$ cat src/zx_pkg.sv
// Shared widths, bank numbers and enums for the Spectrum host glue, used by scoped names
`default_nettype none

package zx_pkg;

	// ========================================
	// Bus and memory widths
	// ========================================
	localparam int ADDR_W      = 16;            // Z80 address bus
	localparam int DATA_W      = 8;
	localparam int BANK_ADDR_W = 18;            // 16 x 16 KB banks
	localparam int OFFSET_W    = 14;            // Offset inside a bank
	localparam int BANK_W      = BANK_ADDR_W - OFFSET_W;
	localparam int FN_W        = 11;            // F1..F11

	// ========================================
	// Bank numbers
	// ========================================
	localparam logic [BANK_W-1:0] BANK_ROM0   = 4'd8;  // 128 editor ROM
	localparam logic [BANK_W-1:0] BANK_ROM1   = 4'd9;  // 48 BASIC ROM
	localparam logic [BANK_W-1:0] BANK_SCREEN = 4'd5;  // Fixed at 4000
	localparam logic [BANK_W-1:0] BANK_MID    = 4'd2;  // Fixed at 8000

	// CPU speed choice, mapped to a divider mask in the clocking block
	typedef enum logic [2:0] {
		TURBO_3M5,
		TURBO_7M,
		TURBO_14M,
		TURBO_28M,
		TURBO_56M
	} turbo_e;

	// Machine model, latched while the CPU is held in reset
	typedef enum logic {
		MACHINE_128,
		MACHINE_48
	} machine_e;

endpackage

`default_nettype wire
$ cat src/zx_host.sv
// Top level of the Spectrum 128 host glue; connects clocking, hotkeys, bus, paging and ULA
`timescale 1ns/1ps
`default_nettype none

module zx_host #(
	parameter int DIV_W = 6
) (
	input  logic                           clk_sys,
	input  logic                           reset,
	input  logic [zx_pkg::ADDR_W-1:0]      addr,
	input  logic [zx_pkg::DATA_W-1:0]      bus_dout,
	input  logic                           n_m1,
	input  logic                           n_mreq,
	input  logic                           n_iorq,
	input  logic                           n_rd,
	input  logic                           n_wr,
	input  logic [zx_pkg::DATA_W-1:0]      ram_dout,
	input  logic [4:0]                     key_data,
	input  logic                           ear_in,
	input  logic [zx_pkg::FN_W:1]          fn_keys,
	input  logic [2:0]                     mod_keys,
	input  logic                           reset_button,
	input  zx_pkg::machine_e               machine_sel,
	output logic [zx_pkg::DATA_W-1:0]      cpu_din,
	output logic [zx_pkg::BANK_ADDR_W-1:0] ram_addr,
	output logic                           mem_rd,
	output logic                           mem_wr,
	output logic                           screen_page,
	output logic [2:0]                     border_color,
	output logic                           ear_out,
	output logic                           mic_out,
	output logic                           ce_cpu_p,
	output logic                           ce_cpu_n,
	output logic                           ce_psg,
	output logic                           cpu_reset,
	output logic                           nmi
);

	zx_pkg::turbo_e              turbo_key;
	logic                        pause;
	logic                        io_wr_pulse;
	logic [zx_pkg::DATA_W-1:0]   ula_read_data;

	// ========================================
	// Clocks and hotkeys
	// ========================================
	zx_clocking #(
		.DIV_W(DIV_W)
	) u_clocking (
		.clk_sys   (clk_sys),
		.reset     (reset),
		.cpu_reset (cpu_reset),
		.turbo_key (turbo_key),
		.pause     (pause),
		.ce_cpu_p  (ce_cpu_p),
		.ce_cpu_n  (ce_cpu_n),
		.ce_psg    (ce_psg)
	);

	zx_hotkeys u_hotkeys (
		.clk_sys      (clk_sys),
		.reset        (reset),
		.reset_button (reset_button),
		.fn_keys      (fn_keys),
		.mod_keys     (mod_keys),
		.turbo_key    (turbo_key),
		.pause        (pause),
		.cpu_reset    (cpu_reset),
		.nmi          (nmi)
	);

	// ========================================
	// CPU bus side
	// ========================================
	zx_io_bus u_io_bus (
		.clk_sys       (clk_sys),
		.reset         (reset),
		.n_m1          (n_m1),
		.n_mreq        (n_mreq),
		.n_iorq        (n_iorq),
		.n_rd          (n_rd),
		.n_wr          (n_wr),
		.addr          (addr),
		.ram_dout      (ram_dout),
		.ula_read_data (ula_read_data),
		.io_wr_pulse   (io_wr_pulse),
		.io_rd_pulse   (),                     // No read-triggered ports in this build
		.mem_rd        (mem_rd),
		.mem_wr        (mem_wr),
		.cpu_din       (cpu_din)
	);

	zx_paging u_paging (
		.clk_sys     (clk_sys),
		.cpu_reset   (cpu_reset),
		.fn10        (fn_keys[10]),
		.machine_sel (machine_sel),
		.io_wr_pulse (io_wr_pulse),
		.addr        (addr),
		.bus_dout    (bus_dout),
		.ram_addr    (ram_addr),
		.screen_page (screen_page)
	);

	zx_ula_port u_ula_port (
		.clk_sys       (clk_sys),
		.cpu_reset     (cpu_reset),
		.io_wr_pulse   (io_wr_pulse),
		.addr          (addr),
		.bus_dout      (bus_dout),
		.key_data      (key_data),
		.ear_in        (ear_in),
		.border_color  (border_color),
		.ear_out       (ear_out),
		.mic_out       (mic_out),
		.ula_read_data (ula_read_data)
	);

endmodule

`default_nettype wire

$ cat src/zx_ula_port.sv
// ULA port FE latching border, EAR and MIC on write and returning keys and tape level on read
`timescale 1ns/1ps
`default_nettype none

module zx_ula_port (
	input  logic                      clk_sys,
	input  logic                      cpu_reset,
	input  logic                      io_wr_pulse,
	input  logic [zx_pkg::ADDR_W-1:0] addr,
	input  logic [zx_pkg::DATA_W-1:0] bus_dout,
	input  logic [4:0]                key_data,      // Active low key columns
	input  logic                      ear_in,
	output logic [2:0]                border_color,
	output logic                      ear_out,
	output logic                      mic_out,
	output logic [zx_pkg::DATA_W-1:0] ula_read_data
);

	logic ula_we;

	assign ula_we = io_wr_pulse & ~addr[0];

	always_ff @(posedge clk_sys) begin
		if (cpu_reset) begin
			ear_out <= 1'b0;
			mic_out <= 1'b0;
		end else if (ula_we) begin
			border_color <= bus_dout[2:0];
			ear_out      <= bus_dout[4];
			mic_out      <= bus_dout[3];
		end
	end

	assign ula_read_data = {1'b1, ear_in, 1'b1, key_data};

endmodule

`default_nettype wire

$ cat src/zx_paging.sv
// 128K paging register at 7FFD with machine mode and the 16 KB bank address map
`timescale 1ns/1ps
`default_nettype none

module zx_paging (
	input  logic                           clk_sys,
	input  logic                           cpu_reset,
	input  logic                           fn10,         // F10 held selects the 48 ROM
	input  zx_pkg::machine_e               machine_sel,
	input  logic                           io_wr_pulse,
	input  logic [zx_pkg::ADDR_W-1:0]      addr,
	input  logic [zx_pkg::DATA_W-1:0]      bus_dout,
	output logic [zx_pkg::BANK_ADDR_W-1:0] ram_addr,
	output logic                           screen_page
);

	zx_pkg::machine_e            machine;
	logic [5:0]                  page_reg;
	logic                        zx48;
	logic                        page_disable;
	logic                        page_write;
	logic [zx_pkg::BANK_W-1:0]   bank;

	assign zx48         = (machine == zx_pkg::MACHINE_48);
	assign page_disable = zx48 | page_reg[5];   // 48 mode or lock bit
	assign page_write   = ~addr[15] & ~addr[1] & ~page_disable;

	// ========================================
	// Page register
	// ========================================
	always_ff @(posedge clk_sys) begin
		if (cpu_reset) begin
			machine     <= machine_sel;
			page_reg    <= '0;
			page_reg[4] <= fn10;
		end else if (io_wr_pulse && page_write) begin
			page_reg <= bus_dout[5:0];
		end
	end

	assign screen_page = page_reg[3];

	// ========================================
	// Bank map
	// ========================================
	always_comb begin
		case (addr[15:14])
			2'd0: begin
				if (zx48 || page_reg[4])
					bank = zx_pkg::BANK_ROM1;
				else
					bank = zx_pkg::BANK_ROM0;
			end
			2'd1:    bank = zx_pkg::BANK_SCREEN;
			2'd2:    bank = zx_pkg::BANK_MID;
			default: bank = {1'b0, page_reg[2:0]}; // Paged RAM 0..7
		endcase
	end

	assign ram_addr = {bank, addr[zx_pkg::OFFSET_W-1:0]};

endmodule

`default_nettype wire

$ cat src/zx_io_bus.sv
// Z80 bus strobe decoding with I/O edge pulses, memory enables and the CPU data-in mux
`timescale 1ns/1ps
`default_nettype none

module zx_io_bus (
	input  logic                      clk_sys,
	input  logic                      reset,
	input  logic                      n_m1,
	input  logic                      n_mreq,
	input  logic                      n_iorq,
	input  logic                      n_rd,
	input  logic                      n_wr,
	input  logic [zx_pkg::ADDR_W-1:0] addr,
	input  logic [zx_pkg::DATA_W-1:0] ram_dout,
	input  logic [zx_pkg::DATA_W-1:0] ula_read_data,
	output logic                      io_wr_pulse,
	output logic                      io_rd_pulse,
	output logic                      mem_rd,
	output logic                      mem_wr,
	output logic [zx_pkg::DATA_W-1:0] cpu_din
);

	logic io_wr;
	logic io_rd;
	logic old_wr;
	logic old_rd;

	// Interrupt acknowledge has n_m1 low and is no I/O cycle
	assign io_wr = ~n_iorq & ~n_wr & n_m1;
	assign io_rd = ~n_iorq & ~n_rd & n_m1;

	always_ff @(posedge clk_sys) begin
		if (reset) begin
			old_wr <= 1'b0;
			old_rd <= 1'b0;
		end else begin
			old_wr <= io_wr;
			old_rd <= io_rd;
		end
	end

	assign io_wr_pulse = io_wr & ~old_wr;
	assign io_rd_pulse = io_rd & ~old_rd;

	assign mem_rd = ~n_mreq & ~n_rd;
	assign mem_wr = ~n_mreq & ~n_wr & (addr[15] | addr[14]); // ROM area is read-only

	always_comb begin
		if (!n_mreq)
			cpu_din = ram_dout;
		else if (io_rd && !addr[0])
			cpu_din = ula_read_data;           // Port FE and all other even ports
		else
			cpu_din = 8'hFF;                   // Floating bus
	end

endmodule

`default_nettype wire

$ cat src/zx_hotkeys.sv
// Function-key handling for turbo, pause, CPU reset and NMI requests
`timescale 1ns/1ps
`default_nettype none

module zx_hotkeys (
	input  logic                  clk_sys,
	input  logic                  reset,
	input  logic                  reset_button,
	input  logic [zx_pkg::FN_W:1] fn_keys,      // F1..F11, high while held
	input  logic [2:0]            mod_keys,
	output zx_pkg::turbo_e        turbo_key,
	output logic                  pause,
	output logic                  cpu_reset,
	output logic                  nmi
);

	logic [9:4] old_fn;
	logic [9:4] fn_rise;
	logic       old_f11;
	logic       no_mod;

	assign fn_rise = fn_keys[9:4] & ~old_fn;
	assign no_mod  = (mod_keys == 3'b000);

	// Speed and pause selection
	always_ff @(posedge clk_sys) begin
		if (reset) begin
			old_fn    <= '0;
			turbo_key <= zx_pkg::TURBO_3M5;
			pause     <= 1'b0;
		end else begin
			old_fn <= fn_keys[9:4];
			if (no_mod) begin
				if (fn_rise[4]) turbo_key <= zx_pkg::TURBO_3M5;
				if (fn_rise[5]) turbo_key <= zx_pkg::TURBO_7M;
				if (fn_rise[6]) turbo_key <= zx_pkg::TURBO_14M;
				if (fn_rise[7]) turbo_key <= zx_pkg::TURBO_28M;
				if (fn_rise[8]) turbo_key <= zx_pkg::TURBO_56M;
				if (fn_rise[9]) pause <= ~pause;
			end
			if (cpu_reset)
				pause <= 1'b0;                 // A reset always resumes
		end
	end

	// Reset sources and NMI
	always_ff @(posedge clk_sys) begin
		if (reset) begin
			old_f11   <= 1'b0;
			cpu_reset <= 1'b1;
			nmi       <= 1'b0;
		end else begin
			old_f11   <= fn_keys[11];
			// Warm reset is F11 with mod code 2
			cpu_reset <= reset_button | fn_keys[10] | (fn_keys[11] & (mod_keys[2:1] == 2'd2));
			if (cpu_reset || !fn_keys[11])
				nmi <= 1'b0;
			else if (!old_f11 && fn_keys[11] && mod_keys[2:1] == 2'd0)
				nmi <= 1'b1;
		end
	end

endmodule

`default_nettype wire

$ cat src/zx_clocking.sv
// Clock enables for the CPU and PSG, with turbo switching and pause; driven from clk_sys
`timescale 1ns/1ps
`default_nettype none

module zx_clocking #(
	parameter int DIV_W = 6                     // At least 5 bits for the turbo masks
) (
	input  logic           clk_sys,
	input  logic           reset,
	input  logic           cpu_reset,
	input  zx_pkg::turbo_e turbo_key,
	input  logic           pause,
	output logic           ce_cpu_p,
	output logic           ce_cpu_n,
	output logic           ce_psg
);

	logic [DIV_W-1:0] counter;
	logic [4:0]       mask;
	logic [4:0]       phase;
	logic             tick_p;                  // Ungated CPU phases
	logic             tick_n;
	zx_pkg::turbo_e   turbo;                   // Speed in use
	logic             cpu_en;
	logic [1:0]       timeout;                 // Counts ce_cpu_n slots before re-enable

	function automatic logic [4:0] turbo_mask(input zx_pkg::turbo_e t);
		case (t)
			zx_pkg::TURBO_7M:  turbo_mask = 5'b01111;
			zx_pkg::TURBO_14M: turbo_mask = 5'b00111;
			zx_pkg::TURBO_28M: turbo_mask = 5'b00011;
			zx_pkg::TURBO_56M: turbo_mask = 5'b00001;
			default:           turbo_mask = 5'b11111;
		endcase
	endfunction

	assign mask  = turbo_mask(turbo);
	assign phase = counter[4:0] & mask;

	// ========================================
	// Divider and phase enables
	// ========================================
	always_ff @(posedge clk_sys) begin
		if (reset) begin
			counter <= '0;
			tick_p  <= 1'b0;
			tick_n  <= 1'b0;
			ce_psg  <= 1'b0;
		end else begin
			counter <= counter + 1'b1;
			tick_p  <= (phase == 5'd0);
			tick_n  <= (phase == (mask ^ {1'b0, mask[4:1]})); // Half period after tick_p
			ce_psg  <= (counter == '0) & ~pause;
		end
	end

	// ========================================
	// CPU enable with turbo change timeout
	// ========================================
	always_ff @(posedge clk_sys) begin
		if (reset) begin
			turbo   <= zx_pkg::TURBO_3M5;
			cpu_en  <= 1'b0;
			timeout <= 2'd1;
		end else if (cpu_reset) begin
			cpu_en  <= 1'b0;                   // Restart once reset is released
			timeout <= 2'd1;
		end else if (tick_n) begin
			if (timeout != 2'd0)
				timeout <= timeout + 1'b1;     // 1 -> 2 -> 3 -> 0
			if (turbo != turbo_key) begin
				cpu_en  <= 1'b0;
				timeout <= 2'd1;
				turbo   <= turbo_key;
			end else if (!cpu_en && timeout == 2'd0) begin
				cpu_en <= ~pause;
			end else if (cpu_en && pause) begin
				cpu_en <= 1'b0;
			end
		end
	end

	assign ce_cpu_p = cpu_en & tick_p;
	assign ce_cpu_n = cpu_en & tick_n;

endmodule

`default_nettype wire

$ cat config.mk
export PLATFORM = sky130hd
export DESIGN_NAME = zx_host
export DESIGN_NICKNAME = d
export VERILOG_FILES = /design/src/zx_pkg.sv /design/src/zx_host.sv /design/src/zx_ula_port.sv /design/src/zx_paging.sv /design/src/zx_io_bus.sv /design/src/zx_hotkeys.sv /design/src/zx_clocking.sv
export SDC_FILE = /design/constraint.sdc
export NUM_CORES = 1
export LEC_CHECK = 0
export BUFFER_PORTS_ARGS = -buffer_cell sky130_fd_sc_hd__buf_2
export CORE_MARGIN = 3
export CORE_UTILIZATION = 30
export DETAILED_ROUTE_END_ITERATION = 6
export PLACE_DENSITY_LB_ADDON = 0.12
export SLEW_MARGIN = 40
export SYNTH_ARGS = -nofsm -noshare
export SYNTH_HDL_FRONTEND = slang
export SYNTH_SLANG_ARGS = --single-unit
$ cat constraint.sdc
create_clock -name clk_sys -period 2 [get_ports clk_sys]
set_clock_uncertainty 0.1 [all_clocks]
set_input_delay 0.1 -clock clk_sys [delete_from_list [all_inputs] [get_ports clk_sys]]
set_output_delay 0.1 -clock clk_sys [all_outputs]
set_load 0.03 [all_outputs]
== Word-level counts from Yosys, hierarchy flattened ==
Index checks and enable logic that the tools add are counted.

* Output and inout port bits: 39
* Bits of input ports: 61
* Register bits: 41
* Word-level logic and storage cells: 113

* Bitwise gates (word level): 34
* Add/subtract/negate cells: 2
* Reductions and logical operators: 31
* Multiplexer cells: 17
* Equality and inequality tests: 9

{| class="wikitable"
|+ Operators by type and width
! kind !! number
|-
| case mux 5 bit (4 select lines) || 1
|-
| bitwise AND 1 bit || 15
|-
| 2-to-1 mux 3 bit || 5
|-
| case mux 4 bit (3 select lines) || 1
|-
| inverter 1 bit || 11
|-
| 2-to-1 mux 5 bit || 2
|-
| AND reduction 2 bit || 5
|-
| 2-to-1 mux 8 bit || 1
|-
| 2-to-1 mux 7 bit || 1
|-
| adder 6 x 1 -> 6 bit (second input constant) || 1
|-
| bitwise AND 6 bit || 1
|-
| equality test 3 x 2 -> 1 bit (second input constant) || 2
|-
| logical AND 1 bit || 6
|-
| zero test 2 bit || 3
|-
| zero test 6 bit || 1
|-
| inverter 6 bit || 1
|-
| nonzero test 2 bit || 3
|-
| bitwise AND 5 bit || 1
|-
| equality test 5 bit || 1
|-
| zero test 5 bit || 1
|-
| nonzero test 5 bit || 1
|-
| XOR 5 x 4 -> 5 bit || 1
|-
| equality test 2 bit (second input constant) || 2
|-
| zero test 1 bit || 4
|-
| 13 further kinds || 22
|}

== Depth between registers and ports, before layout ==
* Word-level depth: 7
* Gate-level depth with buffers: 5
* Depth with buffers taken out: 5

== Modules after synthesis ==
From an unflattened synthesis, not the netlist that was laid out.

* Cells, all modules: 238
* Area, all modules: 2202.1 µm²

{| class="wikitable"
|+ By module, submodules not included
! module !! sequential area each (µm²) !! cells each !! instances !! area an instance (µm²)
|-
| zx_clocking || 300.3 || 93 || 1 || 798.3
|-
| zx_hotkeys || 260.2 || 50 || 1 || 491.7
|-
| zx_paging || 160.2 || 50 || 1 || 459.2
|-
| zx_ula_port || 130.1 || 22 || 1 || 260.2
|-
| zx_io_bus || 40.0 || 23 || 1 || 192.7
|}

== Worst setup path after synthesis ==
OpenSTA, ideal clock, no wires.

* Path kind: register to register
* Start point: register u_io_bus.old_wr
* End point: register u_paging.page_reg[4], enable pin
* Setup time: 291 ps
* Path buffers: 1
* Required time: 1609 ps
* Period minus slack after synthesis: 1591 ps
* Stages on the path, launching flop included: 5
* Slack: 409 ps
* Data arrival time: 1200 ps
* Path through: dfxtp_1 > or4b_4 > nand2b_4 > buf_6 > or2b_1

* Longest elaborated chain between the ends: 4

{| class="wikitable"
|+ RTL lines
! item !! RTL line !! text
|-
| start, declared || zx_io_bus.sv:25 || <nowiki>logic old_wr;</nowiki>
|-
| start signal, assigned || zx_io_bus.sv:37 || <nowiki>old_wr <= io_wr;</nowiki>
|-
| inverter 1 bit || zx_io_bus.sv:42 || <nowiki>assign io_wr_pulse = io_wr & ~old_wr;</nowiki>
|-
| bitwise AND 1 bit || zx_io_bus.sv:42 ||
|-
| logical AND 1 bit || zx_paging.sv:36 || <nowiki>end else if (io_wr_pulse && page_write) begin</nowiki>
|-
| nonzero test 2 bit (no source line) || n/a ||
|-
| end signal, assigned || zx_paging.sv:35 || <nowiki>page_reg[4] <= fn10;</nowiki>
|-
| end signal, assigned || zx_paging.sv:37 || <nowiki>page_reg <= bus_dout[5:0];</nowiki>
|-
| end, declared || zx_paging.sv:18 || <nowiki>logic [5:0] page_reg;</nowiki>
|}

Every way passes these cells.
A chain may end at the register's enable or synchronous reset.

== Worst setup path in the final report ==
* Start point: input n_iorq
* End point: register u_ula_port.border_color[1], enable pin

* Longest elaborated chain between the ends: 6

{| class="wikitable"
|+ RTL lines
! item !! RTL line !! text
|-
| start, declared || zx_host.sv:14 || <nowiki>input logic n_iorq,</nowiki>
|-
| inverter 1 bit || zx_io_bus.sv:29 || <nowiki>assign io_wr = ~n_iorq & ~n_wr & n_m1;</nowiki>
|-
| bitwise AND 1 bit (2 in series) || zx_io_bus.sv:29 ||
|-
| bitwise AND 1 bit || zx_io_bus.sv:42 ||
|-
| bitwise AND 1 bit || zx_ula_port.sv:21 || <nowiki>assign ula_we = io_wr_pulse & ~addr[0];</nowiki>
|-
| AND reduction 2 bit (no source line) || n/a ||
|-
| end signal, assigned || zx_ula_port.sv:28 || <nowiki>border_color <= bus_dout[2:0];</nowiki>
|-
| end, declared || zx_ula_port.sv:13 || <nowiki>output logic [2:0] border_color,</nowiki>
|}

Every way passes these cells.

==> results.py <==
metrics = {
    "critical_path": {
        "critPathKind": "input port to flip-flop",
        "cp_slowest_cell": "or4b_4",
        "cp_slowest_stage_delay_ps": 560,
        "rr_worst_depth": 2,
        "crit_family": "simple AND/OR/NAND/NOR gates",
        "cp_max_fo": 5,
        "crit_cells": 4,
        "cp_cell_sequence": "dlygate4sd3_1 > buf_2 > or4b_4 > nor3_1",
        "start_kind": "input port",
        "critPathBufInv": 2,
        "end_kind": "flip-flop",
        "crit_required_ps": 1850,
        "cp.arrival_ps": 1730,
    },
    "clock_tree": {
        "clk_pin_slew_ps": 90,
        "tritoncts": "yes",
        "clock-sinks": 41,
        "clkLatencyLatePin_ps": 290,
        "cts_made_buffers": 5,
        "clk_path_buf_depth": 2,
        "cts.htree.levels": 2,
        "cts_setup_buffers": 0,
        "ctsRootBufferMaster": "clkbuf_8",
    },
    "yosys": {
        "synth_ff_type": "dfxtp_1",
        "yosys.cell_count.top_type": "dfxtp_1",
        "synthCells": 222,
        "ys_warn_count": 0,
        "synth_top_family_by_area": "simple AND/OR/NAND/NOR gates",
        "synth_compound_area_frac": 0.133,
        "synth-seq-cells": 41,
        "netlist.area_leader.share": 0.363,
        "netlist_top_cells_count": "36 x dfxtp_1, 27 x nor2_1, 15 x nor2b_1, 15 x o21ai_0, 14 x buf_4",
        "synth-edff-count": 5,
        "synth_fa_ha_area_frac": 0.0239,
        "synth_top_area_cell": "dfxtp_1",
        "syn_nets": 286,
        "yosysSeqAreaShare": 0.438,
        "avgSynthCellArea_um2": 8.95,
        "async_flop_share": 0,
        "synth_simple_gate_area_share": 0.240,
        "synthTopCellsByArea": "dfxtp_1 36%, edfxtp_1 7.6%, buf_4 5.3%",
        "synthMuxAreaShare": 0.0353,
        "ys_types": 42,
        "synth-xor-area-share": 0.0353,
        "syn-cell-area_um2": 1990,
    },
    "power_and_ir_drop": {
        "vdd_ir_drop_max_uv": 335,
        "power_density_nw_per_um2": 736,
        "leakage_nw": 1.11,
    },
    "placed_design": {
        "placed_cells": 345,
        "hpwl_um": 3350,
        "io_buffers": 70,
        "place_congestion": 0.749,
        "place_area_um2": 2280,
    },
    "routing": {
        "drcViolationCount": 0,
        "ant_nets": 0,
        "drt_iter0_markers": 52,
        "dr.pass1.iters": 4,
        "num_vias": 1682,
        "drt-total-wl_um": 4570,
        "viasPerCell": 4.55,
        "detail_route.wl_per_cell_um": 12.3,
    },
    "sta": {
        "fin_crit_sh": 0.939,
        "timing.fmax_mhz": 532,
        "rsz0062_at_grt": "false",
        "slew_headroom": 0.641,
        "finalSetupViolCount": 0,
        "min_period_ps": 1880,
        "setup-tns-final_ps": 0,
        "worstMarginPinSlew_ps": 537,
        "report.final.slew_viol_count": 0,
        "hold_viol": 0,
    },
    "floorplanning": {
        "die_area_um2": 7640,
        "core_um2": 6390,
        "die_height_um": 87.4,
        "ios": 100,
        "initial_core_util": 0.311,
        "die_w_um": 87.4,
        "row_count": 29,
    },
    "run": {
        "maxCapViolations": 0,
    },
    "final_layout": {
        "num_antenna_cells": 0,
        "syn2layout_area_growth_pct": 30.5,
        "fin_area_um2": 2590,
        "layout-drive-gt1-share": 0.283,
        "stdcell_count": 370,
        "fillerInstances": 677,
        "final_nets": 356,
    },
    "grt": {
        "grt_pass1_vias": 1695,
        "globalRoute.totalOverflow": 0,
        "antenna_found_initial": 0,
        "grt_max_degree": 26,
        "grt_pass1_wl_um": 7780,
        "grt_use_total": 0.128,
    },
    "run_status": {
        "status": "complete, no violations",
    },
    "hold_path": {
        "holdPathStages": 3,
        "worstHoldPathType": "input port to flip-flop",
    },
}
==> worst reg2reg max path: cells and delay by family (launching register included) <==
family,cells,cell delay (ps)
simple gates,2,900
flops,1,300
==> timing repair <==
action | in CTS | in global routing
endpoints found under the setup margin | 0 | 1
hold buffers | 18 | 0
hold endpoints to repair | 20 | 0
resized for setup | 0 | 1
==> cell type report <==
class / count / area, um^2 / share of cell area
flip-flops and latches: 41 / 871 / 0.336
clock inverters: 3 / 68.8 / 0.0265
well taps: 77 / 96.3 / 0.0372
repair buffers: 87 / 520 / 0.201
inverters: 9 / 33.8 / 0.0130
clock buffers: 5 / 68.8 / 0.0265
multi-input cells: 148 / 933 / 0.360
==> worst paths after layout <==
kind	slack (ps)	endpoint	startpoint
max reg2reg	360	u_ula_port.border_color[1]$_DFFE_PP_	u_io_bus.old_wr$_SDFF_PP0_
min reg2reg	390	u_ula_port.mic_out$_SDFFE_PP0P_	u_ula_port.mic_out$_SDFFE_PP0P_
max	120	u_ula_port.border_color[1]$_DFFE_PP_	n_iorq
min	20	u_paging.page_reg[4]$_DFFE_PP_	fn_keys[10]
==> stage by stage <==
stage                util  hold WS (ps)  total power [mW]  setup slack, ps
floorplan               -          71.6              1.06              409
global placement    0.357           100              1.10              373
detailed placement  0.357           100              1.10              342
CTS                 0.407          3.50              1.94             27.1
global route        0.406          33.8              2.00             47.2
finish              0.406          24.6              1.91              122
==> layout by cell type (no fill, tap or decap), types with 3 or more instances in the layout <==
cell type      count
ha_1               3
nor3_1             6
buf_2             70
nand3b_1           3
mux2i_1            7
nand3_1            4
edfxtp_1           5
xnor2_1            6
nor2b_1           15
nand2_1            6
nor2_1            27
o22a_1             6
dlygate4sd3_1     17
a21oi_1           11
nand2b_1           5
and3_1             3
nor4_1             4
dfxtp_1           36
clkbuf_8           5
inv_1              9
and2_1             3
o21ai_0           15
==> cells by family (layout without fill, tap and decap cells) <==
kind of cell | after synthesis | in the layout
AOI/OAI and AO/OA | 42 | 42
xor gates and xnor gates | 8 | 8
adders and majority gates | 4 | 4
buffers and inverters | 33 | 104
DFF | 41 | 41
muxes | 7 | 7
and+or+nand+nor | 87 | 87
==> power breakdown <==
| group | internal, mW | switching, mW |
|---|---|---|
| Combinational | 0.108 | 0.124 |
| Sequential | 0.855 | 0.0181 |
| Clock | 0.503 | 0.301 |
| Total | 1.47 | 0.443 |
==> layer usage <==
| layer | routed length, um | GRT usage |
|---|---|---|
| met1 | 2080 | 0.150 |
| met2 | 2220 | 0.222 |
| met3 | 209 | 0.0360 |
| met4 | 55 | 0.0446 |
| met5 | 0 | 0 |
(Power assumes the default switching activity.)
